`src/hw/tama_pkg.sv`:
```
// Shared types and constants for the virtual-pet CPU control shell.
// Imported by every RTL module of the shell.

package tama_pkg;

  ////////////////////////////////////////////////////////////
  // widths that carry a meaning

  typedef logic [31:0] bridge_addr_t;
  typedef logic [31:0] bridge_word_t;
  typedef logic [15:0] key_t;
  typedef logic [2:0]  speed_t;
  typedef logic [11:0] div_count_t;
  typedef logic [12:0] rom_addr_t;
  typedef logic [20:0] load_addr_t;
  typedef logic [15:0] rom_word_t;
  typedef logic [11:0] rom_data_t;
  typedef logic [14:0] audio_sample_t;

  // turbo index 4 means run the CPU at full system speed
  localparam speed_t speed_max = 3'd4;

  // controller key bitmap positions
  localparam int key_face_a  = 4;
  localparam int key_face_b  = 5;
  localparam int key_face_y  = 7;
  localparam int key_trig_l1 = 8;
  localparam int key_trig_r1 = 9;

  ////////////////////////////////////////////////////////////
  // bridge address map

  localparam bridge_addr_t addr_reset_cpu      = 32'h0000_0000;
  localparam bridge_addr_t addr_disable_sound  = 32'h0000_0010;
  localparam bridge_addr_t addr_turbo_speed    = 32'h0000_0100;
  localparam bridge_addr_t addr_cancel_turbo   = 32'h0000_0104;
  localparam bridge_addr_t addr_suppress_turbo = 32'h0000_0108;

  // user settings written over the bridge
  typedef struct packed {
    logic disable_sound;
    logic cancel_turbo_on_event;
    logic suppress_turbo_after_activation;
  } core_settings_t;

endpackage

```
`src/hw/button_handler.sv`:
```
// Turbo speed owner and controller key handling.
// Shoulder buttons step the speed with a repeat delay, bridge writes and
// the turbo cancel pulse override it, and face keys map to CPU inputs.

module button_handler #(
  parameter int unsigned button_repeat_cycles = 2**25,
  parameter int unsigned ui_hold_cycles       = 2**27
) (
  input  logic             clk_sys_117_964,
  input  logic             ss_begin_reset,
  input  tama_pkg::key_t   cont1_key,
  input  logic             speed_wr,
  input  tama_pkg::speed_t speed_wr_value,
  input  logic             turbo_cancel,
  output tama_pkg::speed_t turbo_speed,
  output logic             turbo_ui_active,
  output logic [3:0]       cpu_input_k0
);

  import tama_pkg::*;

  localparam int unsigned repeat_w = $clog2(button_repeat_cycles + 1);
  localparam int unsigned ui_w     = $clog2(ui_hold_cycles + 1);

  logic [repeat_w-1:0] repeat_count;
  logic [ui_w-1:0]     ui_count;
  logic                trig_l1;
  logic                trig_r1;
  logic                used_button;
  speed_t              speed_next;

  assign trig_l1 = cont1_key[key_trig_l1];
  assign trig_r1 = cont1_key[key_trig_r1];

  ////////////////////////////////////////////////////////////
  // next speed

  always_comb begin
    speed_next  = turbo_speed;
    used_button = 1'b0;

    // in-game event, drop back to 1x and show it
    if (turbo_cancel && turbo_speed != 0) begin
      used_button = 1'b1;
      speed_next  = '0;
    end

    if (repeat_count == 0) begin
      if (trig_l1) begin
        used_button = 1'b1;
        if (turbo_speed != 0) begin
          speed_next = turbo_speed - 3'd1;
        end
      end else if (trig_r1) begin
        used_button = 1'b1;
        if (turbo_speed < speed_max) begin
          speed_next = turbo_speed + 3'd1;
        end
      end
    end

    // host write has the last word
    if (speed_wr) begin
      speed_next = speed_wr_value;
    end
  end

  ////////////////////////////////////////////////////////////
  // registers

  always_ff @(posedge clk_sys_117_964) begin
    if (ss_begin_reset) begin
      turbo_speed     <= '0;
      repeat_count    <= '0;
      ui_count        <= '0;
      turbo_ui_active <= 1'b0;
    end else begin
      turbo_speed <= speed_next;

      // letting go of both triggers allows an immediate step
      if (!trig_l1 && !trig_r1) begin
        repeat_count <= '0;
      end else if (used_button) begin
        repeat_count <= repeat_w'(button_repeat_cycles);
      end else if (repeat_count != 0) begin
        repeat_count <= repeat_count - 1'b1;
      end

      if (used_button) begin
        ui_count        <= ui_w'(ui_hold_cycles);
        turbo_ui_active <= 1'b1;
      end else if (ui_count != 0) begin
        ui_count <= ui_count - 1'b1;
      end else begin
        turbo_ui_active <= 1'b0;
      end
    end
  end

  // left, middle, right keys, active low
  assign cpu_input_k0 = {1'b0, ~cont1_key[key_face_y], ~cont1_key[key_face_b],
                         ~cont1_key[key_face_a]};

  a_speed_range: assert property (
    @(posedge clk_sys_117_964) disable iff (ss_begin_reset)
    turbo_speed <= speed_max
  ) else $error("turbo_speed above full speed");

endmodule

```
`config.mk`:
```
export PLATFORM = sky130hd
export DESIGN_NAME = button_handler
export DESIGN_NICKNAME = d
export VERILOG_FILES = /design/src/hw/tama_pkg.sv /design/src/hw/button_handler.sv
export SDC_FILE = /design/constraint.sdc
export NUM_CORES = 1
export LEC_CHECK = 0
export BUFFER_PORTS_ARGS = -buffer_cell sky130_fd_sc_hd__buf_2
export CAP_MARGIN = 5
export CORE_UTILIZATION = 48
export CTS_BUF_LIST = sky130_fd_sc_hd__clkbuf_4 sky130_fd_sc_hd__clkbuf_8 sky130_fd_sc_hd__clkbuf_16
export DETAILED_ROUTE_END_ITERATION = 8
export PLACE_DENSITY = 0.68
export SLEW_MARGIN = 20
export SYNTH_ARGS = -nofsm -noshare
export SYNTH_HDL_FRONTEND = slang
export SYNTH_SLANG_ARGS = --single-unit
```
`constraint.sdc`:
```
create_clock -name clk_sys_117_964 -period 2.4 [get_ports clk_sys_117_964]
set_input_delay 0.48 -clock clk_sys_117_964 [delete_from_list [all_inputs] [get_ports clk_sys_117_964]]
set_output_delay 0.48 -clock clk_sys_117_964 [all_outputs]
set_load 0.01 [all_outputs]
```
==> impl_metrics.env <==
export IMPL_post_dp_cell_area_sq_um=3350
export IMPL_cts_buffers=9
export IMPL_grt_max_degree=28
export IMPL_port_buffers=18
export IMPL_synth_nets=379
export IMPL_synthCells=349
export IMPL_slew_headroom=0.647
export IMPL_synth_cell_types=61
export IMPL_nNetsFinal=413
export IMPL_final_min_clock_period_ns=2.27
export IMPL_seqPwrFrac=0.268
export IMPL_synth_edff_count=0
export IMPL_drive_gt1_frac=0.183
export IMPL_cts_num_sinks=58
export IMPL_cpPeakStageDelay_ns=0.57
export IMPL_diodes=0
export IMPL_start_util=0.511
export IMPL_grt_pass1_vias=2537
export IMPL_fp_coreArea_sq_um=6060
export IMPL_first_pass_iters=4
export IMPL_post_dp_hpwl_mm=4.56
export IMPL_drc=0
export IMPL_cts_buffer_depth=2
export IMPL_synth_common_cells="dfxtp_1 (58), nor2_1 (44), a21oi_1 (24)"
export IMPL_yosysSeqAreaShare=0.375
export IMPL_finalMaxSlewViolations=0
export IMPL_htreeDepth=3
export IMPL_place_gp_congestion=0.753
export IMPL_post_drt_wl_per_cell_microns=14.2
export IMPL_final_setup_skew_ns=0.00543
export IMPL_cap_violations=0
export IMPL_status="complete, no violations"
export IMPL_crit_path_frequent_cell="buf_4"
export IMPL_async_flop_share=0
export IMPL_grt_total_usage=0.222
export IMPL_worst_slew_pin_slew_ns=0.516
export IMPL_final_hold_viol_count=0
export IMPL_routed_wl_mm=6.58
export IMPL_yosys_warnings=0
export IMPL_peakVddDrop_v=0.000939
export IMPL_clkPwrFrac=0.135
export IMPL_min_period_over_period=0.946
export IMPL_clkTransAtPathRegs_ns=0.06
export IMPL_hold_ws_ns=0.409
export IMPL_detail_route_antenna_nets=0
export IMPL_first_iter_violations=159
export IMPL_p_int_uw=3110
export IMPL_power_uw=5610
export IMPL_crit_type="register to register"
export IMPL_setup_viol=0
export IMPL_synth_top_area_cell="dfxtp_1"
export IMPL_die_h_microns=82.4
export IMPL_viasPerCell=5.77
export IMPL_grt_antenna_before_repair=0
export IMPL_ys_flop_type="dfxtp_1"
export IMPL_postSynthAreaPerCell_sq_um=8.88
export IMPL_via_count=2668
export IMPL_synth_area_leaders="dfxtp_1 (37%), nor2_1 (5.3%), xor2_1 (4.0%)"
export IMPL_dpl_worst_slack_ns=0.128
export IMPL_synth_top_area_frac=0.375
export IMPL_final_cell_area_sq_um=3530
export IMPL_crit_required_ns=2.61
export IMPL_grt_pass1_wl_mm=11.4
export IMPL_clkLatencyLatePin_ns=0.33
export IMPL_num_rows=28
export IMPL_area_delta_synth_final_pct=13.9
export IMPL_grt_setup_unrepaired="no"
export IMPL_grt_overflow_total=0
export IMPL_cts_tree="done"
export IMPL_fin_ws_ns=0.130
export IMPL_dieArea_sq_um=6780
export IMPL_clock_root_buffer="clkbuf_8"
export IMPL_synth_most_common_cell="dfxtp_1"
export IMPL_leakagePower_uw=0.00138
export IMPL_ys_ff_latch=58
export IMPL_die_x_microns=82.4
export IMPL_hold_path_class="primary input to register"
export IMPL_power_switching_uw=2510
export IMPL_cp_max_fo=13
export IMPL_netlist_area_sq_um=3100
export IMPL_swShare=0.447
export IMPL_fin_tns_setup_ns=0
export IMPL_p_comb_frac=0.598
export IMPL_end_kind="register"
export IMPL_cp_start_kind="register"
export IMPL_p_per_area_nw_per_um2=1590
export IMPL_slowest_stage="or4_1"
export IMPL_arrival_ns=2.48
export IMPL_ioPinCount=31
export IMPL_max_freq_mhz=441
export IMPL_nFillCells=551
export IMPL_critical_path_cell_chain="or4_1, or3_1, buf_4, o31ai_2, buf_4, a21oi_1"
layer usage:
layer | vias up | GRT usage | part of all wire
met4 | 0 | 0.109 | 0.022
met5 | - | 0 | 0
met3 | 15 | 0.0527 | 0.040
met1 | 1217 | 0.293 | 0.51
li1 | 1377 | - | -
met2 | 59 | 0.338 | 0.43
power by group through the flow:
stage	Combinational, uW	Sequential, uW	Clock (uW)
6_report	3350	1500	755
5_1_grt	3760	1540	818
4_1_cts	3310	1490	776
3_5_place_dp	3280	1510	0
3_3_place_gp	3230	1500	0
2_1_floorplan	2530	1450	0
sequential cells by signal (all words and copies together), names as in the netlist:
name / count
turbo_ui_active: 1
turbo_speed: 3
ui_count: 28
repeat_count: 26
worst max-delay path, delay by kind of cell, from the launching register on:
kind,cells,cell delay [ns]
simple gates,2,0.96
buf+inv,2,0.44
compound gates,2,0.39
flops,1,0.34
logic make-up (layout without fill, tap and decap cells):
family,count (synthesis),in the layout,synth area share
AOI/OAI and AO/OA,83,83,0.190
xor gates and xnor gates,24,24,0.0678
adders and majority gates,7,7,0.0283
buffers and inverters,29,67,0.0468
DFF,58,58,0.375
muxes,3,3,0.0101
other,1,1,0.00121
and+or+nand+nor,144,144,0.281
layout by cell type, fill, tap and decap left out, types with 5 or more instances in the layout:
cell type / n
a21oi_1: 24
a31oi_1: 5
buf_2: 18
buf_4: 20
clkbuf_8: 9
dfxtp_1: 58
ha_1: 7
inv_1: 13
nand2_1: 9
nand2b_1: 6
nor2_1: 44
nor3_1: 12
nor4_1: 8
o211ai_1: 5
o21ai_0: 11
o31ai_1: 11
or3_1: 16
or4_1: 15
xnor2_1: 10
xor2_1: 14
final cells by class:
cell class	count	area, sq um	area share
clock inverters	4	20.0	0.00567
flip-flops and latches	58	1160	0.329
repair buffers	39	260	0.0737
inverters	13	48.8	0.0138
clock buffers	11	139	0.0393
well taps	75	93.8	0.0266
multi-input cells	262	1810	0.512
per-stage QoR:
step	utilization	std cells
final	0.582	462
after global routing	0.582	462
after CTS	0.579	461
after detailed placement	0.553	446
after global placement	0.553	446
after floorplan	-	349
worst paths after layout:
path	to	from	cells past startpoint	slack, ns
worst max-delay path	repeat_count[20]	repeat_count[3]	6	0.13
worst min-delay path	turbo_ui_active	ss_begin_reset	2	0.41
worst max register to register	repeat_count[20]	repeat_count[3]	6	0.13
worst min register to register	ui_count[7]	ui_count[7]	2	0.48
what timing repair did:
item                                    4_1_cts  5_1_grt
resized for setup                             0        2
buffers inserted                              0        1
hold buffers                                  0        0
endpoints found under the setup margin        0       29
hold endpoints to repair                      0        0
(Power assumes the default switching activity.)
