==> src/hw/tama_pkg.sv <==
// Shared types and constants for the virtual-pet CPU control shell.
// Imported by every RTL module of the shell.

package tama_pkg;

  ////////////////////////////////////////////////////////////
  // widths that carry a meaning

  typedef logic [31:0] bridge_addr_t;
  typedef logic [31:0] bridge_word_t;
  typedef logic [15:0] key_t;
  typedef logic [2:0]  speed_t;
  typedef logic [11:0] div_count_t;
  typedef logic [12:0] rom_addr_t;
  typedef logic [20:0] load_addr_t;
  typedef logic [15:0] rom_word_t;
  typedef logic [11:0] rom_data_t;
  typedef logic [14:0] audio_sample_t;

  // turbo index 4 means run the CPU at full system speed
  localparam speed_t speed_max = 3'd4;

  // controller key bitmap positions
  localparam int key_face_a  = 4;
  localparam int key_face_b  = 5;
  localparam int key_face_y  = 7;
  localparam int key_trig_l1 = 8;
  localparam int key_trig_r1 = 9;

  ////////////////////////////////////////////////////////////
  // bridge address map

  localparam bridge_addr_t addr_reset_cpu      = 32'h0000_0000;
  localparam bridge_addr_t addr_disable_sound  = 32'h0000_0010;
  localparam bridge_addr_t addr_turbo_speed    = 32'h0000_0100;
  localparam bridge_addr_t addr_cancel_turbo   = 32'h0000_0104;
  localparam bridge_addr_t addr_suppress_turbo = 32'h0000_0108;

  // user settings written over the bridge
  typedef struct packed {
    logic disable_sound;
    logic cancel_turbo_on_event;
    logic suppress_turbo_after_activation;
  } core_settings_t;

endpackage

==> src/hw/bridge_settings.sv <==
// Bridge register block for the shell settings.
// Writes land in the setting bits, the CPU reset-hold counter or the
// turbo speed strobe; reads are a combinational mux on the address.

module bridge_settings #(
  parameter int unsigned reset_hold_cycles = 32'h0010_0000
) (
  input  logic                     clk_sys_117_964,
  input  logic                     ss_begin_reset,
  input  tama_pkg::bridge_addr_t   bridge_addr,
  input  logic                     bridge_wr,
  input  tama_pkg::bridge_word_t   bridge_wr_data,
  input  tama_pkg::speed_t         turbo_speed,
  output tama_pkg::bridge_word_t   bridge_rd_data,
  output tama_pkg::core_settings_t settings,
  output logic                     speed_wr,
  output tama_pkg::speed_t         speed_wr_value,
  output logic                     cpu_reset
);

  import tama_pkg::*;

  localparam int unsigned hold_w = $clog2(reset_hold_cycles + 1);

  logic [hold_w-1:0] hold_count;
  speed_t            wr_speed_raw;

  ////////////////////////////////////////////////////////////
  // write decode

  always_ff @(posedge clk_sys_117_964) begin
    if (ss_begin_reset) begin
      settings   <= '0;
      hold_count <= '0;
    end else begin
      if (hold_count != 0) begin
        hold_count <= hold_count - 1'b1;
      end

      if (bridge_wr) begin
        case (bridge_addr)
          addr_reset_cpu:      hold_count <= hold_w'(reset_hold_cycles);
          addr_disable_sound:  settings.disable_sound <= bridge_wr_data[0];
          addr_cancel_turbo:   settings.cancel_turbo_on_event <= bridge_wr_data[0];
          addr_suppress_turbo: settings.suppress_turbo_after_activation <= bridge_wr_data[0];
          default: ;
        endcase
      end
    end
  end

  // speed itself lives in the button handler, pass a strobe across
  assign wr_speed_raw   = bridge_wr_data[2:0];
  assign speed_wr       = bridge_wr && (bridge_addr == addr_turbo_speed);
  assign speed_wr_value = (wr_speed_raw > speed_max) ? speed_max : wr_speed_raw;

  // CPU held in reset while the counter runs
  assign cpu_reset = ss_begin_reset || (hold_count != 0);

  ////////////////////////////////////////////////////////////
  // read mux

  always_comb begin
    case (bridge_addr)
      addr_turbo_speed: bridge_rd_data = {29'b0, turbo_speed};
      default:          bridge_rd_data = '0;
    endcase
  end

  // release of the CPU reset only ever comes from the counter expiring
  a_reset_release: assert property (
    @(posedge clk_sys_117_964) disable iff (ss_begin_reset)
    ($fell(cpu_reset) && !$past(ss_begin_reset)) |-> ($past(hold_count) == 1)
  ) else $error("cpu_reset released before hold counter expired");

endmodule

==> config.mk <==
export PLATFORM = sky130hd
export DESIGN_NAME = bridge_settings
export DESIGN_NICKNAME = d
export VERILOG_FILES = /design/src/hw/tama_pkg.sv /design/src/hw/bridge_settings.sv
export SDC_FILE = /design/constraint.sdc
export NUM_CORES = 1
export LEC_CHECK = 0
export BUFFER_PORTS_ARGS = -buffer_cell sky130_fd_sc_hd__buf_2
export CAP_MARGIN = 5
export CORE_MARGIN = 1.5
export CORE_UTILIZATION = 30
export DETAILED_ROUTE_END_ITERATION = 6
export GPL_ROUTABILITY_DRIVEN = 1
export PLACE_DENSITY = 0.68
export RECOVER_POWER = 100
export SYNTH_ARGS = -nofsm -noshare
export SYNTH_HDL_FRONTEND = slang
export SYNTH_SLANG_ARGS = --single-unit
==> constraint.sdc <==
create_clock -name clk_sys_117_964 -period 5.1 [get_ports clk_sys_117_964]
set_input_delay 0.765 -clock clk_sys_117_964 [delete_from_list [all_inputs] [get_ports clk_sys_117_964]]
set_output_delay 0.765 -clock clk_sys_117_964 [all_outputs]
set_load 0.01 [all_outputs]
==> implementation parameters <==
Parameter                              Value

Placed design
  Count of buffers from port buffering ... 51
  Estimated wirelength of the detail-placed design ... approximately 2.3 mm
  Last weighted congestion value of the routability-driven placer ... 0.7413
  Placed standard-cell area ... around 1800 um2
  Cell Count Post-Placement ... approximately 300
  Worst slack at placement ... approximately 1.7 ns

Floorplanning
  Number of core rows ... 26
  Floorplan Core Area ... around 5100 um2
  Die Height ... around 76 um
  Die Wd ... 76.07 um
  I/O pins ... 110
  Initial standard-cell utilization of the core ... 0.3116
  Die Area ... 5786 um2

Synthesis
  Cell types with the largest area share after synthesis ... sky130_fd_sc_hd__dfxtp_1 (30%), sky130_fd_sc_hd__buf_4 (14%), sky130_fd_sc_hd__nor4_1 (4.7%)
  Fraction of post-synthesis cell area in the top cell type by area ... 0.3000
  Fraction of synthesis flops using an asynchronous set or reset pin ... 0
  Yosys warning count ... 0
  Post-synth EDFFs ... 0
  Leading register cell type out of synthesis ... sky130_fd_sc_hd__dfxtp_1
  Average cell area after synthesis ... approximately 8.5 um2
  Distinct cell type count of the synthesized netlist ... about 40
  Register area share after synthesis ... 0.3000
  Synthesized cell area ... 1602 um2
  Flip-flop and latch count after synthesis ... 24
  Dominant cell type by area after synthesis ... sky130_fd_sc_hd__dfxtp_1
  Number of cells produced by synthesis ... approximately 190

STA
  Final-report max-slew violation count ... 0
  FMAX ... 287.0 MHz
  Setup tns final ... 0 ns
  Headroom to the max-slew limit ... 0.2965
  Clock Skews ... ~0.003 ns
  Finish-stage setup viols ... 0
  Final number of hold-violating endpoints ... 0
  Final worst slack ... about 1.6 ns
  Time the worst path needs with I/O delays and setup ... 3.485 ns
  Share of the clock period used by the worst path after layout ... 0.6833
  Actual transition at the worst max-transition pin ... about 1.0 ns
  Setup repair after global routing missed its margin ... no

Clock tree
  TritonCTS clock tree ... yes
  Post-cts hold buffer count ... 0
  Clock transition at path regs ... roughly 0.080 ns
  Resized Gates After CTS ... 0
  H-Tree Level Count ... 1
  Master cell of the clock root buffer ... sky130_fd_sc_hd__clkbuf_8
  Clock buffer count from CTS ... 3
  Buffer depth of the longest clock path ... 2
  Clock sink count ... 24
  Worst skew pair latency ... around 0.27 ns
  Post CTS Setup Buffer Count ... 0

Layout
  Most frequent standard cell in the layout excluding fill and tap cells ... sky130_fd_sc_hd__buf_2
  Antenna diode instance count ... 0
  Final standard cell count with taps included and fillers excluded ... slightly above 300
  Most used cells in the layout excluding fill and tap cells ... sky130_fd_sc_hd__buf_2 (40), sky130_fd_sc_hd__conb_1 (29), sky130_fd_sc_hd__dfxtp_1 (24)
  Layout cell share with drive strength beyond 1 ... 0.2395
  Count of nets after finishing ... 311
  Finished layout cell area ... 1828 um2
  Signed area change from the synthesized netlist to the final layout ... 14.14%

Worst setup path
  Start-to-end type of the worst setup path ... in -> out
  Arrival time at the worst endpoint ... 2.72 ns
  Required time at the endpoint of the critical path ... 4.34 ns
  Element type at the critical path end ... output port
  Crit Path Max Fanout ... 8
  Critical path startpoint category ... input pin

Power and ir drop
  Pwr Total ... around 1.1 mW
  Static Leak ... about 0.76 nW
  Pwr dens ... a little under 600 nW/um2
  VDD IR-drop max ... 0.1605 mV

Run status
  Result of the run ... finished clean

Global route
  Global-route wire length before repair ... 5.050 mm
  Remaining Overflow, GRT ... 0
  All-Layer GR Usage ... 0.1054
  Maximum number of pins on one net before global-route repair ... 21
  Global routing usage on met3 ... 0.03234
  Global-route layer with the greatest usage ... met2
  Global-route track usage on met1 ... 0.1300
  Number of antenna violations at the first check in global routing ... 0
  Met2 demand-to-capacity share in global routing ... 0.1784
  Number of global-route vias before repair ... between 1000 and 1500

Route
  Routed via count divided by cell count ... 4.494
  Iteration-0 DRC Markers ... 46
  Routed vias ... ~1400
  Antenna Violating Nets Remaining ... 0
  Count of unresolved DRC violations after routing ... 0
  Post-DR wirelength/cell ... slightly below 10 um
  Aggregate routed wire length ... around 3.0 mm
  Number of optimization iterations in the first detailed-route pass ... 4

Run
  Reported max-cap violation count ... 0

Hold path
  Worst hold path class ... reg -> reg
-- sequential cells by signal (all words and copies together) (netlist names) --
name and count:
settings 3, hold_count 21
-- worst paths after layout --
| path | start | to | cells past startpoint | slack (ns) |
|---|---|---|---|---|
| worst max-delay path | bridge_addr[21] | speed_wr | 5 | 1.62 |
| worst min-delay path | hold_count[6] | hold_count[6] | 2 | 0.48 |
| worst min register to register | hold_count[6] | hold_count[6] | 2 | 0.48 |
| worst max register to register | hold_count[4] | hold_count[10] | 5 | 2.48 |
-- worst max-delay path, cell delays in order --
cell and delay, ns:
sky130_fd_sc_hd__buf_2 0.09, sky130_fd_sc_hd__or4_1 0.56, sky130_fd_sc_hd__nor4_1 0.87, sky130_fd_sc_hd__and3b_1 0.28, sky130_fd_sc_hd__clkbuf_1 0.15
-- through the flow --
stage                     hold slack (ns)    util
after global placement             0.4621  0.3508
after CTS                          0.4796  0.3615
after floorplan                    0.4429       -
after global routing               0.4983  0.3556
final                              0.4760  0.3556
after detailed placement           0.4625  0.3508
-- power by group --
group / switching, mW / internal [mW] / leakage [nW]
Combinational: 0.345 / 0.248 / 0.536
Sequential: 0.0697 / 0.262 / 0.196
Clock: 0.0618 / 0.0691 / 0.0288
Total: 0.476 / 0.580 / 0.761
-- synthesized netlist by cell type (4+ instances only) --
library cell,n
sky130_fd_sc_hd__xnor2_1,5
sky130_fd_sc_hd__o21ai_0,7
sky130_fd_sc_hd__or3_1,8
sky130_fd_sc_hd__o31ai_1,4
sky130_fd_sc_hd__or4_1,4
sky130_fd_sc_hd__xor2_1,8
sky130_fd_sc_hd__dfxtp_1,24
sky130_fd_sc_hd__inv_1,4
sky130_fd_sc_hd__nor2_1,19
sky130_fd_sc_hd__nor4_1,12
sky130_fd_sc_hd__buf_4,30
sky130_fd_sc_hd__a21oi_1,8
sky130_fd_sc_hd__nor3_1,6
-- cell families after synthesis --
| group | synth area share |
|---|---|
| AOI/OAI and AO/OA | 0.09766 |
| buffers and inverters | 0.1711 |
| DFF | 0.3000 |
| and+or+nand+nor | 0.3297 |
| adders and majority gates | 0.01562 |
| other | 0.002342 |
| xor gates and xnor gates | 0.07109 |
| muxes | 0.01250 |
-- metal layers --
layer | wire (um) | up-vias
met3 | 208 | 5
met1 | 1376 | 613
li1 | - | 713
met5 | 0 | -
met4 | 29 | 0
met2 | 1385 | 53
-- final cells by class --
| class | instances | area, um2 |
|---|---|---|
| Fill cell | 557 | 3312 |
| Sequential cell | 24 | 480.5 |
| Timing Repair Buffer | 52 | 245.2 |
| Multi-Input combinational cell | 154 | 944.7 |
| Inverter | 4 | 15.01 |
| Tap cell | 70 | 87.58 |
| Clock buffer | 4 | 55.05 |
Power figures use the tool's default switching activity.
