`config.mk`:
```
export PLATFORM = sky130hd
export DESIGN_NAME = buzzer_monitor
export DESIGN_NICKNAME = d
export VERILOG_FILES = /design/src/hw/tama_pkg.sv /design/src/hw/buzzer_monitor.sv
export SDC_FILE = /design/constraint.sdc
export NUM_CORES = 1
export LEC_CHECK = 0
export ABC_CLOCK_PERIOD_IN_PS = 5250
export BUFFER_PORTS_ARGS = -buffer_cell sky130_fd_sc_hd__buf_2
export CORE_UTILIZATION = 55
export CTS_BUF_LIST = sky130_fd_sc_hd__clkbuf_16
export DETAILED_ROUTE_END_ITERATION = 10
export GPL_ROUTABILITY_DRIVEN = 0
export PLACE_DENSITY = 0.86
export SLEW_MARGIN = 20
export SYNTH_ARGS = -nofsm -noshare
export SYNTH_HDL_FRONTEND = slang
export SYNTH_SLANG_ARGS = --single-unit
```
`constraint.sdc`:
```
create_clock -name clk_sys_117_964 -period 5.25 [get_ports clk_sys_117_964]
set_clock_uncertainty 0.2 [all_clocks]
set_input_delay 0.7875 -clock clk_sys_117_964 [delete_from_list [all_inputs] [get_ports clk_sys_117_964]]
set_output_delay 0.7875 -clock clk_sys_117_964 [all_outputs]
set_load 0.02 [all_outputs]
```
`src/hw/tama_pkg.sv`:
```
// Shared types and constants for the virtual-pet CPU control shell.
// Imported by every RTL module of the shell.

package tama_pkg;

  ////////////////////////////////////////////////////////////
  // widths that carry a meaning

  typedef logic [31:0] bridge_addr_t;
  typedef logic [31:0] bridge_word_t;
  typedef logic [15:0] key_t;
  typedef logic [2:0]  speed_t;
  typedef logic [11:0] div_count_t;
  typedef logic [12:0] rom_addr_t;
  typedef logic [20:0] load_addr_t;
  typedef logic [15:0] rom_word_t;
  typedef logic [11:0] rom_data_t;
  typedef logic [14:0] audio_sample_t;

  // turbo index 4 means run the CPU at full system speed
  localparam speed_t speed_max = 3'd4;

  // controller key bitmap positions
  localparam int key_face_a  = 4;
  localparam int key_face_b  = 5;
  localparam int key_face_y  = 7;
  localparam int key_trig_l1 = 8;
  localparam int key_trig_r1 = 9;

  ////////////////////////////////////////////////////////////
  // bridge address map

  localparam bridge_addr_t addr_reset_cpu      = 32'h0000_0000;
  localparam bridge_addr_t addr_disable_sound  = 32'h0000_0010;
  localparam bridge_addr_t addr_turbo_speed    = 32'h0000_0100;
  localparam bridge_addr_t addr_cancel_turbo   = 32'h0000_0104;
  localparam bridge_addr_t addr_suppress_turbo = 32'h0000_0108;

  // user settings written over the bridge
  typedef struct packed {
    logic disable_sound;
    logic cancel_turbo_on_event;
    logic suppress_turbo_after_activation;
  } core_settings_t;

endpackage

```
`src/hw/buzzer_monitor.sv`:
```
// Buzzer monitor.
// Cancels turbo when the game sounds the buzzer, except during a suppress
// window right after turbo is turned on, and gates the audio sample.

module buzzer_monitor #(
  parameter int unsigned suppress_ticks = 32'h0002_8000
) (
  input  logic                     clk_sys_117_964,
  input  logic                     ss_begin_reset,
  input  tama_pkg::core_settings_t settings,
  input  tama_pkg::speed_t         turbo_speed,
  input  logic                     buzzer,
  input  logic                     clk_en,
  output logic                     turbo_cancel,
  output tama_pkg::audio_sample_t  audio_sample
);

  import tama_pkg::*;

  localparam int unsigned suppress_w = $clog2(suppress_ticks + 1);

  logic [suppress_w-1:0] suppress_count;
  logic [suppress_w-1:0] suppress_next;
  logic                  prev_speed_zero;
  logic                  cancel_now;

  ////////////////////////////////////////////////////////////
  // suppress window, counted in CPU time

  always_comb begin
    suppress_next = suppress_count;

    // turbo just switched on
    if (turbo_speed != 0 && prev_speed_zero &&
        settings.suppress_turbo_after_activation) begin
      suppress_next = suppress_w'(suppress_ticks);
    end

    cancel_now = settings.cancel_turbo_on_event && buzzer && (suppress_next == 0);

    if (clk_en && suppress_count != 0) begin
      suppress_next = suppress_next - 1'b1;
    end
  end

  always_ff @(posedge clk_sys_117_964) begin
    if (ss_begin_reset) begin
      prev_speed_zero <= 1'b1;
      suppress_count  <= '0;
      turbo_cancel    <= 1'b0;
    end else begin
      prev_speed_zero <= (turbo_speed == 0);
      suppress_count  <= suppress_next;
      turbo_cancel    <= cancel_now;
    end
  end

  // no sound above 2x
  assign audio_sample = (!settings.disable_sound && turbo_speed < 3'd2) ?
                        {2'b0, {13{buzzer}}} : '0;

endmodule

```
==> results of run 1 <==
==> worst max path at each step <==
stage,startpoint,to,slack [ns],depth (start not counted)
after floorplan,turbo_speed[1],audio_sample[10],1.45,2
after global placement,turbo_speed[1],audio_sample[10],2.08,3
after detailed placement,turbo_speed[1],audio_sample[5],1.91,3
after CTS,turbo_speed[1],audio_sample[5],1.93,3
after global routing,turbo_speed[1],audio_sample[6],2.27,3
final,turbo_speed[1],audio_sample[5],2.40,3
==> tightest hold or removal path, stage by stage, from the launching register on <==
cell	delay, ns
dfxtp_1	0.31
o41ai_1	0.06
a21oi_1	0.06
==> synth_stat cells (all sizes together), types with 2 or more instances <==
cell    instances  area, um^2
a21oi          13       65.06
or2             2       12.52
nor2           12       45.04
buf            16       121.4
nor4            3       18.77
dfxtp          20       400.4
nand3           7       40.04
o21a            2       15.01
o211ai          2       15.01
or4             5       45.04
nand2          14       52.55
o311ai          4       35.04
o21ai          13       68.82
nand4           2       12.51
or3             2       12.51
clkbuf          5       20.01
nor3            9       45.04
xnor2           3       26.28
==> cells by family after synthesis <==
logic type	count (synthesis)	synth area share
fa+ha+maj	1	0.01017
other cells	1	0.003049
flops	20	0.3255
simple gates	58	0.2431
mux	1	0.009155
xor+xnor	3	0.02137
buf+inv	21	0.1149
compound gates	47	0.2726
==> through the flow <==
stage | std cells | cell area [um^2] | setup slack [ns] | power (mW)
after floorplan | 153 | 1234 | 1.452 | 0.4502
after global placement | 183 | 1256 | 2.076 | 0.4814
after detailed placement | 183 | 1256 | 1.914 | 0.4981
after CTS | 186 | 1331 | 1.928 | 0.6553
after global routing | 186 | 1338 | 2.269 | 0.7000
final | 186 | 1338 | 2.402 | 0.6607
==> state kept, by name, indices dropped and copies added (netlist names) <==
name and count:
suppress_count 18, turbo_cancel 1, prev_speed_zero 1
==> layout make-up <==
class,count,share of cell area
repair buffers,24,0.09167
multi-input cells,112,0.5276
flip-flops and latches,20,0.2993
well taps,27,0.02526
clock buffers,3,0.05613
==> power groups by stage <==
stage | clock, mW | combinational (mW) | sequential (mW)
floorplan | 0 | 0.238 | 0.212
global placement | 0 | 0.264 | 0.217
detailed placement | 0 | 0.278 | 0.220
CTS | 0.159 | 0.279 | 0.217
global route | 0.162 | 0.316 | 0.222
finish | 0.157 | 0.284 | 0.219
==> routing by layer <==
metal	global-route usage	vias to the layer above
met5	0	-
met4	0.1569	0
met3	0.06854	9
met2	0.4178	49
met1	0.3169	585
li1	-	574
==> flow_metrics.env, run 1 <==
export IMPL_path_max_fanout=13
export IMPL_ctsHoldBuffers=0
export IMPL_setup_tns_ns=0
export IMPL_met1_length_um=1210
export IMPL_grt_ovfl_total=0
export IMPL_dp_hpwl_um=1956
export IMPL_syn_inst=152
export IMPL_start_kind="input port"
export IMPL_grt_pass1_vias=1062
export IMPL_layout_drive_gt1_share=0.2453
export IMPL_crit_required_ns=4.26
export IMPL_hold_viol=0
export IMPL_status="finished, final reports clean"
export IMPL_clockBufferDepth=2
export IMPL_crit_chain="buf_2, nor4b_2, buf_2"
export IMPL_grt_pass1_wl_um=4816
export IMPL_crit_path_top_delay_cell="nor4b_2"
export IMPL_htreeDepth=1
export IMPL_power_leakage_nw=0.5165
export IMPL_relSlewSlack=0.5282
export IMPL_io_buffers=23
export IMPL_pwr_share_seq=0.331
export IMPL_synth_edf_count=0
export IMPL_grt_max_degree=25
export IMPL_p_switching_uw=269.9
export IMPL_start_util=0.6083
export IMPL_synth_distinct_cells=44
export IMPL_multiInputGateArea_um2=705.7
export IMPL_finish_utilization=0.6615
export IMPL_syn_area_per_cell_um2=8.092
export IMPL_coreArea_um2=2022
export IMPL_cts_root_buf="clkbuf_16"
export IMPL_routedWlPerCell_um=15.59
export IMPL_r2r_cells=5
export IMPL_first_pass_iters=4
export IMPL_worstPathArrival_ns=1.86
export IMPL_clkLatencyLatePin_ns=0.26
export IMPL_synthArstFlopShare=0
export IMPL_syn_to_final_growth_pct=8.748
export IMPL_rr_startpoint="suppress_count[9]"
export IMPL_crit_family="simple AND/OR/NAND/NOR gates"
export IMPL_synth_ff_type="dfxtp_1"
export IMPL_power_switching_share=0.4085
export IMPL_die_h_um=49.29
export IMPL_cp_end_kind="output pin"
export IMPL_drc_errors=0
export IMPL_critPathKind="input port to output pin"
export IMPL_nets=172
export IMPL_clkSlewWorstSetupHoldPaths_ns=0.06
export IMPL_ys_warn_count=0
export IMPL_antenna_found_initial=0
export IMPL_layout_commonest_cell="buf_2"
export IMPL_hold_path_depth=2
export IMPL_pin_count=26
export IMPL_cap_violations=0
export IMPL_period_minus_slack_ns=2.848
export IMPL_via_count=1217
export IMPL_max_stage_delay_ns=0.66
export IMPL_top_layer_used="met4"
export IMPL_report_final_setup_viol=0
export IMPL_wl_met3_um=170
export IMPL_ir_worst_vdd_v=0.0003645
export IMPL_route_met2_wl_um=1447
export IMPL_regArea_um2=400.4
export IMPL_intPower_uw=390.8
export IMPL_cts_buffers_inserted=3
export IMPL_drtIter0Drc=46
export IMPL_cts_setup_buffers=0
export IMPL_path_buf_inv=2
export IMPL_hold_start="suppress_count[17]"
export IMPL_n_antenna_cell=0
export IMPL_whs_ns=0.2824
export IMPL_syn_area_um2=1230
export IMPL_power_density_nw_per_um2=494.0
export IMPL_cts_tree="done"
export IMPL_row_count=16
export IMPL_ys_ff_latch=20
export IMPL_track_usage=0.2637
export IMPL_r2r_end="suppress_count[6]"
export IMPL_slew_violations=0
export IMPL_crit_top_cell="buf_2"
export IMPL_power_frac_clock=0.238
export IMPL_hold_class="flop to flop"
export IMPL_layout_common_cells="buf_2 (23), dfxtp_1 (20), nand2_1 (14)"
export IMPL_period_share=0.5425
export IMPL_ys_seq_area_frac=0.3255
export IMPL_drt_vias_per_instance=6.543
export IMPL_drtAntennaViolNets=0
export IMPL_die_w_um=49.29
export IMPL_combPwrFrac=0.430
export IMPL_worstMarginPinSlew_ns=0.7059
export IMPL_wirelength_um=2900
export IMPL_r2r_slack_ns=2.75
export IMPL_rsz0062_at_grt="false"
export IMPL_nFillCells=163
export IMPL_numClockSinks=20
export IMPL_clock_fmax_ghz=0.3511
export IMPL_dieArea_um2=2430
export IMPL_hold_path_end="suppress_count[17]"
export IMPL_cts_resized=0
(Power assumes the default switching activity.)
==> run 2, diff against run 1 <==
--- a/config.mk
+++ b/config.mk
@@ -5,13 +5,13 @@
 export SDC_FILE = /design/constraint.sdc
 export NUM_CORES = 1
 export LEC_CHECK = 0
-export ABC_CLOCK_PERIOD_IN_PS = 5250
+export ABC_CLOCK_PERIOD_IN_PS = 2300
 export BUFFER_PORTS_ARGS = -buffer_cell sky130_fd_sc_hd__buf_2
-export CORE_UTILIZATION = 55
+export CORE_UTILIZATION = 48
 export CTS_BUF_LIST = sky130_fd_sc_hd__clkbuf_16
 export DETAILED_ROUTE_END_ITERATION = 10
 export GPL_ROUTABILITY_DRIVEN = 0
-export PLACE_DENSITY = 0.86
+export PLACE_DENSITY = 0.8
 export SLEW_MARGIN = 20
 export SYNTH_ARGS = -nofsm -noshare
 export SYNTH_HDL_FRONTEND = slang
==> constraint.sdc (replaced) <==
create_clock -name clk_sys_117_964 -period 2.3 [get_ports clk_sys_117_964]
set_clock_uncertainty 0.2 [all_clocks]
set_input_delay 0.345 -clock clk_sys_117_964 [delete_from_list [all_inputs] [get_ports clk_sys_117_964]]
set_output_delay 0.345 -clock clk_sys_117_964 [all_outputs]
set_load 0.02 [all_outputs]
==> run 2 against run 1 <==
Total power increased to 2.5 times the previous value. Clock power rose by 120%. Non-clock buffer count up 18. Critical path type is now flop to flop. Largest cell class unchanged.
==> flow_metrics.env, run 2 (synthesis results as in run 1) <==
export IMPL_r2r_slack_ns=0.05
export IMPL_first_pass_iters=4
export IMPL_n_antenna_cell=0
export IMPL_row_count=17
export IMPL_rr_startpoint="suppress_count[4]"
export IMPL_fin_cells=205
export IMPL_reg_top3="suppress_count (18), prev_speed_zero (1), turbo_cancel (1)"
export IMPL_top_layer_used="met4"
export IMPL_slew_violations=0
export IMPL_relSlewSlack=0.5289
export IMPL_clock_fmax_ghz=0.4442
export IMPL_coreArea_um2=2318
export IMPL_route_met2_wl_um=1605
export IMPL_met1_length_um=1277
export IMPL_via_count=1244
export IMPL_cap_violations=0
export IMPL_cp_end_kind="flop"
export IMPL_whs_ns=0.2627
export IMPL_layout_common_cells="buf_2 (23), dfxtp_1 (20), buf_4 (19)"
export IMPL_rsz0062_at_grt="true"
export IMPL_start_util=0.5305
export IMPL_power_density_nw_per_um2=1138
export IMPL_grt_pass1_vias=1241
export IMPL_die_w_um=52.62
export IMPL_dieArea_um2=2769
export IMPL_die_h_um=52.62
export IMPL_start_kind="flop"
export IMPL_hold_class="input port to flop"
export IMPL_drtAntennaViolNets=0
export IMPL_path_max_fanout=6
export IMPL_layout_commonest_cell="buf_2"
export IMPL_hold_viol=0
export IMPL_clockBufferDepth=2
export IMPL_drt_vias_per_instance=6.068
export IMPL_combPwrFrac=0.509
export IMPL_power_frac_clock=0.206
export IMPL_power_switching_share=0.3847
export IMPL_worstPathArrival_ns=2.22
export IMPL_power_leakage_nw=0.6077
export IMPL_critPathKind="flop to flop"
export IMPL_drc_errors=0
export IMPL_grt_pass1_wl_um=5416
export IMPL_period_minus_slack_ns=2.251
export IMPL_io_buffers=23
export IMPL_report_final_setup_viol=0
export IMPL_nets=190
export IMPL_cts_buffers_inserted=3
export IMPL_clkSlewWorstSetupHoldPaths_ns=0.05
export IMPL_period_share=0.9788
export IMPL_routedWlPerCell_um=15.28
export IMPL_wirelength_um=3133
export IMPL_hold_path_end="turbo_cancel"
export IMPL_pwr_share_seq=0.285
export IMPL_wl_met3_um=184
export IMPL_drtIter0Drc=53
export IMPL_hold_start="settings[1]"
export IMPL_crit_required_ns=2.27
export IMPL_htreeDepth=1
export IMPL_p_switching_uw=647.7
export IMPL_numClockSinks=20
export IMPL_cts_tree="done"
export IMPL_ctsHoldBuffers=0
export IMPL_syn_to_final_growth_pct=20.24
export IMPL_status="finished, final reports clean"
export IMPL_clkLatencyLatePin_ns=0.25
export IMPL_ir_worst_vdd_v=0.0007461
export IMPL_largest_reg_flops=18
export IMPL_antenna_found_initial=0
export IMPL_pin_count=26
export IMPL_layout_drive_gt1_share=0.3277
export IMPL_cts_root_buf="clkbuf_16"
export IMPL_nFillCells=186
export IMPL_worstMarginPinSlew_ns=0.7041
export IMPL_grt_max_degree=20
export IMPL_largest_register="suppress_count"
export IMPL_hold_path_depth=4
export IMPL_cts_setup_buffers=0
export IMPL_r2r_end="suppress_count[16]"
export IMPL_track_usage=0.2655
export IMPL_intPower_mw=1.036
export IMPL_dp_hpwl_um=2290
export IMPL_r2r_cells=4
export IMPL_dp_cells=202
export IMPL_grt_ovfl_total=0
## run 2: cell count changes in the layout (fill, tap and decap cells not counted), sizes merged
cell	delta
buf	+18
## run 2: metrics by stage
stage | instance area, um^2 | utilization | setup TNS (ns) | power (mW) | setup slack [ns]
2_1_floorplan | 1240 | - | 0 | 1.028 | 0.06440
3_3_place_gp | 1399 | 0.6033 | 0 | 1.274 | 0.06650
3_5_place_dp | 1399 | 0.6033 | -0.03033 | 1.306 | -0.03033
4_1_cts | 1479 | 0.6379 | 0 | 1.670 | 0.02471
5_1_grt | 1479 | 0.6379 | -0.03994 | 1.797 | -0.02001
6_report | 1479 | 0.6379 | 0 | 1.683 | 0.04865
## run 2: per-layer routing
layer | GRT usage | vias up
li1 | - | 607
met1 | 0.3182 | 569
met2 | 0.4536 | 59
met3 | 0.04638 | 9
met4 | 0.1228 | 0
met5 | 0 | -
## run 2: what timing repair did
action | in CTS | in global routing
hold endpoints to repair | 0 | 0
setup endpoints to repair | 3 | 3
pin swaps | 0 | 1
resized for setup | 1 | 2
## run 2: critical path, cell delays in order, from the launching register on
cell      delay (ns)
dfxtp_1         0.31
or4_4           0.58
or2_1           0.31
or4_1           0.54
a211oi_2        0.23
## run 2: worst max path at each step
stage                                  from            endpoint  slack [ns]
after floorplan           suppress_count[3]   suppress_count[1]        0.06
after global routing      suppress_count[4]   suppress_count[1]       -0.02
after global placement    suppress_count[3]   suppress_count[1]        0.07
final                     suppress_count[4]  suppress_count[16]        0.05
after detailed placement  suppress_count[4]   suppress_count[1]       -0.03
after CTS                 suppress_count[4]  suppress_count[16]        0.02
## run 2: layout make-up
cell class,instances,area (um^2),area share
multi-input combinational,112,710.7,0.4805
clock buffer,3,75.07,0.05076
tap,28,35.03,0.02369
sequential,20,400.4,0.2707
timing repair buffer,42,257.7,0.1743
## run 2: power groups by stage
stage / Combinational, mW / Sequential (mW) / Clock (mW)
after global placement: 0.796 / 0.478 / 0
after detailed placement: 0.823 / 0.484 / 0
final: 0.856 / 0.480 / 0.348
after global routing: 0.939 / 0.489 / 0.369
after floorplan: 0.544 / 0.484 / 0
after CTS: 0.844 / 0.477 / 0.349
