==> src/hw/tama_pkg.sv <==
// Shared types and constants for the virtual-pet CPU control shell.
// Imported by every RTL module of the shell.

package tama_pkg;

  ////////////////////////////////////////////////////////////
  // widths that carry a meaning

  typedef logic [31:0] bridge_addr_t;
  typedef logic [31:0] bridge_word_t;
  typedef logic [15:0] key_t;
  typedef logic [2:0]  speed_t;
  typedef logic [11:0] div_count_t;
  typedef logic [12:0] rom_addr_t;
  typedef logic [20:0] load_addr_t;
  typedef logic [15:0] rom_word_t;
  typedef logic [11:0] rom_data_t;
  typedef logic [14:0] audio_sample_t;

  // turbo index 4 means run the CPU at full system speed
  localparam speed_t speed_max = 3'd4;

  // controller key bitmap positions
  localparam int key_face_a  = 4;
  localparam int key_face_b  = 5;
  localparam int key_face_y  = 7;
  localparam int key_trig_l1 = 8;
  localparam int key_trig_r1 = 9;

  ////////////////////////////////////////////////////////////
  // bridge address map

  localparam bridge_addr_t addr_reset_cpu      = 32'h0000_0000;
  localparam bridge_addr_t addr_disable_sound  = 32'h0000_0010;
  localparam bridge_addr_t addr_turbo_speed    = 32'h0000_0100;
  localparam bridge_addr_t addr_cancel_turbo   = 32'h0000_0104;
  localparam bridge_addr_t addr_suppress_turbo = 32'h0000_0108;

  // user settings written over the bridge
  typedef struct packed {
    logic disable_sound;
    logic cancel_turbo_on_event;
    logic suppress_turbo_after_activation;
  } core_settings_t;

endpackage

==> src/hw/clock_enable_gen.sv <==
// CPU clock enable generator.
// A down-counter on the system clock produces the 1x enable at the end of
// each period and a 2x enable at the period's half point.

module clock_enable_gen #(
  parameter int unsigned base_div_count = 3600
) (
  input  logic             clk_sys_117_964,
  input  logic             ss_begin_reset,
  input  tama_pkg::speed_t turbo_speed,
  output logic             clk_en,
  output logic             clk_2x_en
);

  import tama_pkg::*;

  localparam div_count_t base_count = div_count_t'(base_div_count);

  div_count_t reload;
  div_count_t div_count;
  div_count_t half_point;

  ////////////////////////////////////////////////////////////
  // speed table

  always_comb begin
    case (turbo_speed)
      3'd0:    reload = base_count;
      3'd1:    reload = base_count / 12'd2;
      3'd2:    reload = base_count / 12'd4;
      3'd3:    reload = base_count / 12'd50;
      // full speed
      default: reload = 12'd1;
    endcase
  end

  ////////////////////////////////////////////////////////////
  // divider

  always_ff @(posedge clk_sys_117_964) begin
    if (ss_begin_reset) begin
      div_count  <= base_count;
      half_point <= base_count / 12'd2;
      clk_en     <= 1'b0;
      clk_2x_en  <= 1'b0;
    end else begin
      clk_en    <= 1'b0;
      clk_2x_en <= 1'b0;

      if (div_count == 0) begin
        div_count <= reload;
        // half point taken with the reload so a speed change
        // mid-period cannot skip or double a 2x tick
        half_point <= (reload == 12'd1) ? 12'd1 : reload / 12'd2;
        clk_en     <= 1'b1;
        clk_2x_en  <= 1'b1;
      end else begin
        div_count <= div_count - 12'd1;
        if (div_count == half_point) begin
          clk_2x_en <= 1'b1;
        end
      end
    end
  end

  // every 1x tick is also a 2x tick, and 1x never fires back to back
  a_enable_pair: assert property (
    @(posedge clk_sys_117_964) disable iff (ss_begin_reset)
    clk_en |-> clk_2x_en ##1 !clk_en
  ) else $error("clk_en without clk_2x_en or on consecutive cycles");

endmodule

==> config.mk <==
export PLATFORM = sky130hd
export DESIGN_NAME = clock_enable_gen
export DESIGN_NICKNAME = d
export VERILOG_FILES = /design/src/hw/tama_pkg.sv /design/src/hw/clock_enable_gen.sv
export SDC_FILE = /design/constraint.sdc
export NUM_CORES = 1
export LEC_CHECK = 0
export BUFFER_PORTS_ARGS = -buffer_cell sky130_fd_sc_hd__buf_2
export CORE_MARGIN = 3
export CORE_UTILIZATION = 34
export DETAILED_ROUTE_END_ITERATION = 7
export GPL_TIMING_DRIVEN = 0
export HOLD_SLACK_MARGIN = 0.05
export PLACE_DENSITY_LB_ADDON = 0.05
export SYNTH_ARGS = -nofsm -noshare
export SYNTH_HDL_FRONTEND = slang
export SYNTH_SLANG_ARGS = --single-unit
==> constraint.sdc <==
create_clock -name clk_sys_117_964 -period 2.3 [get_ports clk_sys_117_964]
set_input_delay 0.345 -clock clk_sys_117_964 [delete_from_list [all_inputs] [get_ports clk_sys_117_964]]
set_output_delay 0.345 -clock clk_sys_117_964 [all_outputs]
set_load 0.02 [all_outputs]
==> results.env, run 1 <==
DOMINANT_COMBINATIONAL_CELL_FAMILY_BY_AREA_AFTER_SYNTHESIS='simple AND/OR/NAND/NOR gates'
GP_ROUTABILITY_CONGESTION=0.740
IR_WORST_VDD_mV=0.252
POST_DRT_VIA_CELL_RATIO=5.04
CTS_TREE='done'
HOLD_EP='div_count[9]'
CRITICAL_PATH.ENDPOINT_TYPE='register'
YS.WARNINGS.COUNT=0
R2R_END='div_count[8]'
TIMING.CLOCK.SKEW_NS=0.00230
CRITICAL_PATH.REG2REG.STARTPOINT='div_count[0]'
DP_HPWL_MM=1.97
OUTCOME='completed'
UNREPAIRED_SETUP_ENDPOINTS_AFTER_GLOBAL_ROUTING='no'
ROUTED-VIA-COUNT=897
CORE_AREA_SQ_MM=0.00310
CRIT_PATH_MAX_FO=10
WORST_SLEW_PIN_SLEW_NS=0.871
FLOORPLAN.INITIALDENSITY=0.361
H-TREE-DEPTH=1
GRT_FIRST_PASS_WIRELENGTH_MM=4.55
DESIGN.PORTCOUNT=7
DATA_REQUIRED_TIME_OF_THE_CRITICAL_PATH_NS=2.57
SYN-CELL-AREA_SQ_MM=0.00112
SYNTH_FP_NETS=132
CLK-INSERTION-DELAY-LATE_NS=0.33
WORSTSETUPPATHTYPE='reg2reg'
FMAX_GHz=0.528
POST_SYNTH_INST_COUNT=125
SETUP-TNS-FINAL_NS=0
DETAIL_ROUTE.ITER0.VIOLATIONS=22
CAP_VIOL_MAX_COUNT=0
POWER.DENSITY_CELL_AREA_mW_PER_MM2=730
MIN_PATH_TYPE='in2reg'
PERIOD_SHARE=0.823
STATIC-LEAKAGE-POWER_uW=0.000452
DRC=0
SYNTH_TOP_CELLS_BY_COUNT='22 x sky130_fd_sc_hd__dfxtp_1, 15 x sky130_fd_sc_hd__nand2_1, 10 x sky130_fd_sc_hd__nor3_1'
COUNT_OF_ENDPOINTS_FAILING_HOLD_IN_THE_FINAL_TIMING_REPORT=0
CTS_SETUP_BUFFERS=0
TOTALWIRELENGTH_MM=2.72
ANTENNA_VIOLATING_NETS_POST_ROUTE=0
CHIPHEIGHT_UM=63.4
POST_SYNTHESIS_SHARE_OF_CELL_AREA_SPENT_ON_AND_OR_NAND_AND_NOR_GATES=0.297
NUMBER_OF_GATES_RESIZED_AFTER_CTS=0
YOSYS.AREA_SHARE.ADDER=0.0223
WORST_SLEW_MARGIN_REL=0.415
NUM-FILL-CELLS=351
PATH_CLK_SLEW_NS=0.14
ANTENNA_FOUND_INITIAL=0
SYNTH_TOP_CELL_AREA_SHARE=0.393
SYNTH_ASYNC_SR_FLOP_SHARE=0
SYNTH.YOSYS.SEQ_AREA_SHARE=0.393
CHIPWIDTH_UM=63.4
TIMING.HOLD.WORST.START='ss_begin_reset'
ARRIVAL_NS=2.17
NUMCLOCKSINKS=22
GRT_PASS1_VIAS=910
STARTPOINT_TYPE='register'
GLOBAL_ROUTE.OVERFLOW_TOTAL=0
YOSYS-MUX-AREA-FRACTION=0.0268
FINALMAXSLEWVIOLATIONS=0
POST-SYNTH-TOP-AREA-CELL='sky130_fd_sc_hd__dfxtp_1'
SYNTHFLOPTYPE='sky130_fd_sc_hd__dfxtp_1'
SYNTH_MOST_COMMON_CELL='sky130_fd_sc_hd__dfxtp_1'
HOLD_PATH_DEPTH=2
FIRST_DRT_PASS_ITERATION_COUNT=4
SYNTHTOLAYOUTAREAGROWTH_PCT=11.8
WORST-R2R-SETUP-SLACK_NS=0.41
TIMING.REG2REG.WORST_PATH_DEPTH=7
CTS_BUFFERS=3
GRT_MAX_DEGREE=14
CTS.HOLD.BUFFERS_ADDED=0
CTS_ROOT_BUFFER='sky130_fd_sc_hd__clkbuf_4'
SYNTH-SEQ-CELLS=22
POST_SYNTH_MAIN_AREA_CONTRIBUTORS='sky130_fd_sc_hd__dfxtp_1 39%, sky130_fd_sc_hd__xnor2_1 6.3%, sky130_fd_sc_hd__nand2_1 5.0%'
FINISH.INSTANCE_AREA_SQ_MM=0.00125
SYNTH_XOR_AREA_FRAC=0.0938
FINAL_CORE_UTIL=0.404
SYNTH_AREA_PER_CELL_SQ_UM=8.97
NUMBER_OF_ROWS_IN_THE_CORE_AREA=20
ANTENNA-DIODE-COUNT=0
POST_DRT_WL_PER_CELL_UM=15.3
SETUP_VIOLATIONS=0
SYNTH_EDF_COUNT=0
FINAL_LAYOUT_SIZE_SUFFIX_GT1_FRAC=0.134
PORT_BUFFERS=5
SYNTH_COMPOUND_AREA_FRAC=0.118
FLOORPLAN.DIE_AREA_SQ_MM=0.00402
CLOCK_PATH_BUFFERS=2
SYNTH.LIB_CELLS_USED.DISTINCT=37
GRT_RESOURCE_USAGE_TOTAL=0.148
DPL_CELL_AREA_SQ_MM=0.00120
NUM-NETS-FINAL=142
POST-ROUTE-MIN-PERIOD_NS=1.89
per-stage QoR:
step	std cells	setup slack [ns]	total power (uW)	hold slack [ns]
2_1_floorplan	125	0.658	567	0.432
3_3_place_gp	174	0.446	606	0.448
3_5_place_dp	174	0.406	609	0.456
4_1_cts	178	0.367	920	0.278
5_1_grt	178	0.227	960	0.293
6_report	178	0.406	915	0.275
cell families (layout without fill, tap and decap cells):
logic type / after synthesis / in the layout
simple gates: 56 / 56
flops: 22 / 22
compound gates: 20 / 20
xor+xnor: 12 / 12
buf+inv: 10 / 19
mux: 3 / 3
fa+ha+maj: 2 / 2
where the power goes:
group	switching [uW]	total, uW	internal [uW]
Combinational	87.2	160	73.2
Clock	138	314	176
Sequential	34.9	440	405
sequential cells by signal (all words and copies together) (netlist names):
register / cells
clk_en: 1
div_count: 12
half_point: 8
clk_2x_en: 1
placed cells by master (no fill, tap or decap), types with 2 or more instances in the layout:
cell type / count
sky130_fd_sc_hd__inv_1: 3
sky130_fd_sc_hd__clkbuf_1: 3
sky130_fd_sc_hd__dfxtp_1: 22
sky130_fd_sc_hd__nand2b_1: 2
sky130_fd_sc_hd__nand3_1: 2
sky130_fd_sc_hd__buf_6: 2
sky130_fd_sc_hd__ha_1: 2
sky130_fd_sc_hd__nor3b_1: 2
sky130_fd_sc_hd__mux2i_1: 3
sky130_fd_sc_hd__a21oi_1: 9
sky130_fd_sc_hd__nor2_1: 7
sky130_fd_sc_hd__nor3_1: 10
sky130_fd_sc_hd__nand2_1: 15
sky130_fd_sc_hd__buf_2: 7
sky130_fd_sc_hd__a31oi_1: 2
sky130_fd_sc_hd__or3_1: 3
sky130_fd_sc_hd__xor2_1: 4
sky130_fd_sc_hd__clkbuf_4: 3
sky130_fd_sc_hd__and3_1: 3
sky130_fd_sc_hd__xnor2_1: 8
sky130_fd_sc_hd__nand3b_1: 2
sky130_fd_sc_hd__nand4b_1: 2
sky130_fd_sc_hd__a211o_1: 2
cell type report:
type | count | area, sq um | area share
buffer | 7 | 43.8 | 0.0349
clock buffer | 3 | 22.5 | 0.0180
clock inverter | 1 | 30.0 | 0.0240
inverter | 3 | 11.3 | 0.00898
multi-input combinational | 93 | 626 | 0.499
sequential | 22 | 440 | 0.351
tap | 44 | 55.1 | 0.0439
timing repair buffer | 5 | 25.0 | 0.0200
per-layer routing:
metal	global-route usage	up-vias	wire (um)
met4	0.0566	0	25
met3	0.0267	4	70
met1	0.197	426	1360
met2	0.236	11	1260
li1	-	456	-
met5	0	-	0
critical path, stage by stage (launching register included):
cell and delay (ns):
sky130_fd_sc_hd__dfxtp_1 0.39, sky130_fd_sc_hd__inv_1 0.11, sky130_fd_sc_hd__ha_1 0.15, sky130_fd_sc_hd__nor4b_4 0.37
sky130_fd_sc_hd__nand3_2 0.14, sky130_fd_sc_hd__buf_6 0.17, sky130_fd_sc_hd__or3_4 0.38, sky130_fd_sc_hd__a21oi_2 0.13
how the worst max path moves through the flow:
stage | to | start | slack (ns) | cells past startpoint
floorplan | div_count[8] | div_count[0] | 0.66 | 7
global placement | div_count[8] | div_count[0] | 0.45 | 7
detailed placement | div_count[8] | div_count[0] | 0.41 | 7
CTS | div_count[8] | div_count[0] | 0.37 | 7
global route | half_point[7] | div_count[0] | 0.23 | 7
finish | div_count[8] | div_count[0] | 0.41 | 7
No activity file was read; power rests on OpenSTA's default activity.
==> run 2: changes to the inputs <==
Settings changed: ABC_AREA set to 1.
Clock period 2.3 ns to 1.5 ns, I/O delays scaled along.
==> run 2 against run 1 <==
Effect of this change: die area up 8.7%; register-to-register slack lost 0.31 ns; cell count is 35% higher; clock power is 13% lower; critical endpoint is now div_count[7]; area after synthesis increased by 9.6%.
==> results.env, run 2 <==
POST-SYNTH-TOP-AREA-CELL='sky130_fd_sc_hd__dfxtp_1'
FIN_WS_NS=0.0979
CRIT_PATH_MAX_FO=6
ANTENNA-DIODE-COUNT=0
GRT_PASS1_VIAS=1092
DPL_CELL_AREA_SQ_MM=0.00132
DATA_REQUIRED_TIME_OF_THE_CRITICAL_PATH_NS=1.71
POST-ROUTE-MIN-PERIOD_NS=1.40
FINALMAXSLEWVIOLATIONS=0
CTS.HOLD.BUFFERS_ADDED=0
PORT_BUFFERS=6
H-TREE-DEPTH=1
DRC=0
COUNT_OF_ENDPOINTS_FAILING_HOLD_IN_THE_FINAL_TIMING_REPORT=0
FLOORPLAN.INITIALDENSITY=0.360
PRE_CTS_WS_NS=-0.0774
MULTI_INPUT_AREA_SQ_UM=721
DP_HPWL_MM=2.30
PATH_CLK_SLEW_NS=0.12
FIRST_DRT_PASS_ITERATION_COUNT=4
FINAL.HOLD.WORST_SLACK_NS=0.0973
SYNTH.LIB_CELLS_USED.DISTINCT=22
UNREPAIRED_SETUP_ENDPOINTS_AFTER_GLOBAL_ROUTING='yes'
LARGEST-REGISTER='div_count'
GLOBAL_ROUTE.OVERFLOW_TOTAL=0
SYNTH_AREA_PER_CELL_SQ_UM=6.75
GP_ROUTABILITY_CONGESTION=0.863
CRITICAL_PATH.ENDPOINT_TYPE='register'
ANTENNA_FOUND_INITIAL=0
SYNTH-SEQ-CELLS=22
PERIOD_SHARE=0.935
OUTCOME='completed'
GRT_RESOURCE_USAGE_TOTAL=0.158
FMAX_GHz=0.713
CTS_ROOT_BUFFER='sky130_fd_sc_hd__clkbuf_4'
CTS_BUFFERS=3
CHIPWIDTH_UM=66.1
LAYOUT.CELLS.MOST_COMMON='sky130_fd_sc_hd__nand2_1'
SYNTH_FP_NETS=189
NUM-NETS-FINAL=204
SYNTHTOLAYOUTAREAGROWTH_PCT=15.9
POST_DRT_VIA_CELL_RATIO=4.85
FINAL_LAYOUT_SIZE_SUFFIX_GT1_FRAC=0.226
SYNTH_TOP_CELLS_BY_COUNT='56 x sky130_fd_sc_hd__nand2_1, 26 x sky130_fd_sc_hd__nor2_1, 22 x sky130_fd_sc_hd__dfxtp_1'
NUM-FILL-CELLS=366
SYNTH_EDF_COUNT=0
FINAL_CELL_MIX='53 x sky130_fd_sc_hd__nand2_1, 25 x sky130_fd_sc_hd__nor2_1, 16 x sky130_fd_sc_hd__inv_1'
NUMBER_OF_ROWS_IN_THE_CORE_AREA=21
WORST_SLEW_PIN_SLEW_NS=0.446
STATIC-LEAKAGE-POWER_uW=0.000676
POST_SYNTH_INST_COUNT=182
WORSTSETUPPATHTYPE='reg2reg'
SYNTH_ASYNC_SR_FLOP_SHARE=0
SYNTH.YOSYS.SEQ_AREA_SHARE=0.358
CTS_TREE='done'
FINISH.INSTANCE_AREA_SQ_MM=0.00142
GRT_MAX_DEGREE=12
NUMCLOCKSINKS=22
STARTPOINT_TYPE='register'
LEADING_REGISTERS_BY_FLOP_COUNT='div_count x12, half_point x8'
SETUP-TNS-FINAL_NS=0
CORE_AREA_SQ_MM=0.00342
SYNTH_TOP_CELL_AREA_SHARE=0.358
POST_DRT_WL_PER_CELL_UM=12.4
YS.WARNINGS.COUNT=0
TIMING.CLOCK.SKEW_NS=0.0113
ANTENNA_VIOLATING_NETS_POST_ROUTE=0
SYNTH_MOST_COMMON_CELL='sky130_fd_sc_hd__nand2_1'
CLOCK_PATH_BUFFERS=2
TOTALWIRELENGTH_MM=2.99
LARGEST_REGISTER_FFS=12
CAP_VIOL_MAX_COUNT=0
GRT_FIRST_PASS_WIRELENGTH_MM=5.09
CLK-INSERTION-DELAY-LATE_NS=0.31
IR_WORST_VDD_mV=0.371
FLOORPLAN.DIE_AREA_SQ_MM=0.00437
SEQ_AREA_SQ_UM=457
POWER.DENSITY_CELL_AREA_mW_PER_MM2=1180
ARRIVAL_NS=1.61
CHIPHEIGHT_UM=66.1
WORST_SLEW_MARGIN_REL=0.699
SYNTHFLOPTYPE='sky130_fd_sc_hd__dfxtp_1'
POST_SYNTH_MAIN_AREA_CONTRIBUTORS='sky130_fd_sc_hd__dfxtp_1 36%, sky130_fd_sc_hd__nand2_1 17%, sky130_fd_sc_hd__nor2_1 7.9%'
SETUP_VIOLATIONS=0
MIN_PATH_TYPE='in2reg'
ROUTED-VIA-COUNT=1170
DETAIL_ROUTE.ITER0.VIOLATIONS=65
SYN-CELL-AREA_SQ_MM=0.00123
DESIGN.PORTCOUNT=7
==> run 2: changes by cell type after synthesis, sizes merged, moves of 4 or more <==
cell / delta
nand3: +12
inv: +17
nand2: +45
xnor2: -4
nor3: -6
or3: -4
nor2: +23
o21ai: +14
a21oi: -9
==> run 2: critical path, cell delays in order, from the launching register on <==
cell,delay [ns]
sky130_fd_sc_hd__dfxtp_2,0.38
sky130_fd_sc_hd__nor2_4,0.16
sky130_fd_sc_hd__nand2_2,0.10
sky130_fd_sc_hd__nor2_4,0.13
sky130_fd_sc_hd__nand2_4,0.09
sky130_fd_sc_hd__nand2_4,0.10
sky130_fd_sc_hd__clkinvlp_4,0.18
sky130_fd_sc_hd__nand2_1,0.11
sky130_fd_sc_hd__nand2_1,0.04
==> run 2: final timing paths <==
check                                    start            end  slack (ns)  cells after the start
worst max-delay path              div_count[4]   div_count[7]         0.1                      8
worst min-delay path            ss_begin_reset         clk_en         0.1                      2
worst max register to register    div_count[4]   div_count[7]         0.1                      8
worst min register to register   half_point[8]  half_point[8]        0.47                      2
==> run 2: through the flow <==
stage | util | instances | power [uW]
global placement | 0.385 | 234 | 1310
detailed placement | 0.385 | 234 | 1310
CTS | 0.393 | 237 | 1610
global route | 0.417 | 241 | 1820
finish | 0.417 | 241 | 1680
floorplan | - | 182 | 1180
==> run 2: kinds of logic after synthesis <==
family | after synthesis | synth area share
AO/OA/AOI/OAI | 15 | 0.0642
XOR/XNOR | 8 | 0.0570
adder cells (fa/ha/maj) | 2 | 0.0204
buffers and inverters | 22 | 0.0825
flip-flops | 22 | 0.358
AND/OR/NAND/NOR | 113 | 0.418
==> run 2: area by class of cell <==
cell class / count / area share
Buffer: 1 / 0.0105
Clock buffer: 3 / 0.0158
Inverter: 20 / 0.0589
Multi-Input combinational cell: 138 / 0.506
Sequential cell: 22 / 0.321
Tap cell: 46 / 0.0404
Timing Repair Buffer: 11 / 0.0475
==> run 2: timing repair <==
| action | in CTS | in global routing |
|---|---|---|
| buffers inserted | 0 | 5 |
| setup endpoints to repair | 19 | 19 |
| pin swaps | 0 | 6 |
| gates resized for setup | 3 | 21 |
==> run 2: where the power goes <==
| group | leakage [uW] | switching (uW) | total (uW) | internal [uW] |
|---|---|---|---|---|
| clock | 0.0000138 | 179 | 273 | 93.9 |
| sequential | 0.000182 | 115 | 779 | 664 |
| combinational | 0.000480 | 364 | 626 | 262 |
| total | 0.000676 | 658 | 1680 | 1020 |
==> run 2: metal layers <==
metal  global-route usage  routed length [um]  up-vias
met1                0.212                1450      530
met2                0.247                1340       28
met4               0.0685                  72        0
met5                    0                   0        -
met3               0.0255                 125       11
li1                     -                   -      601
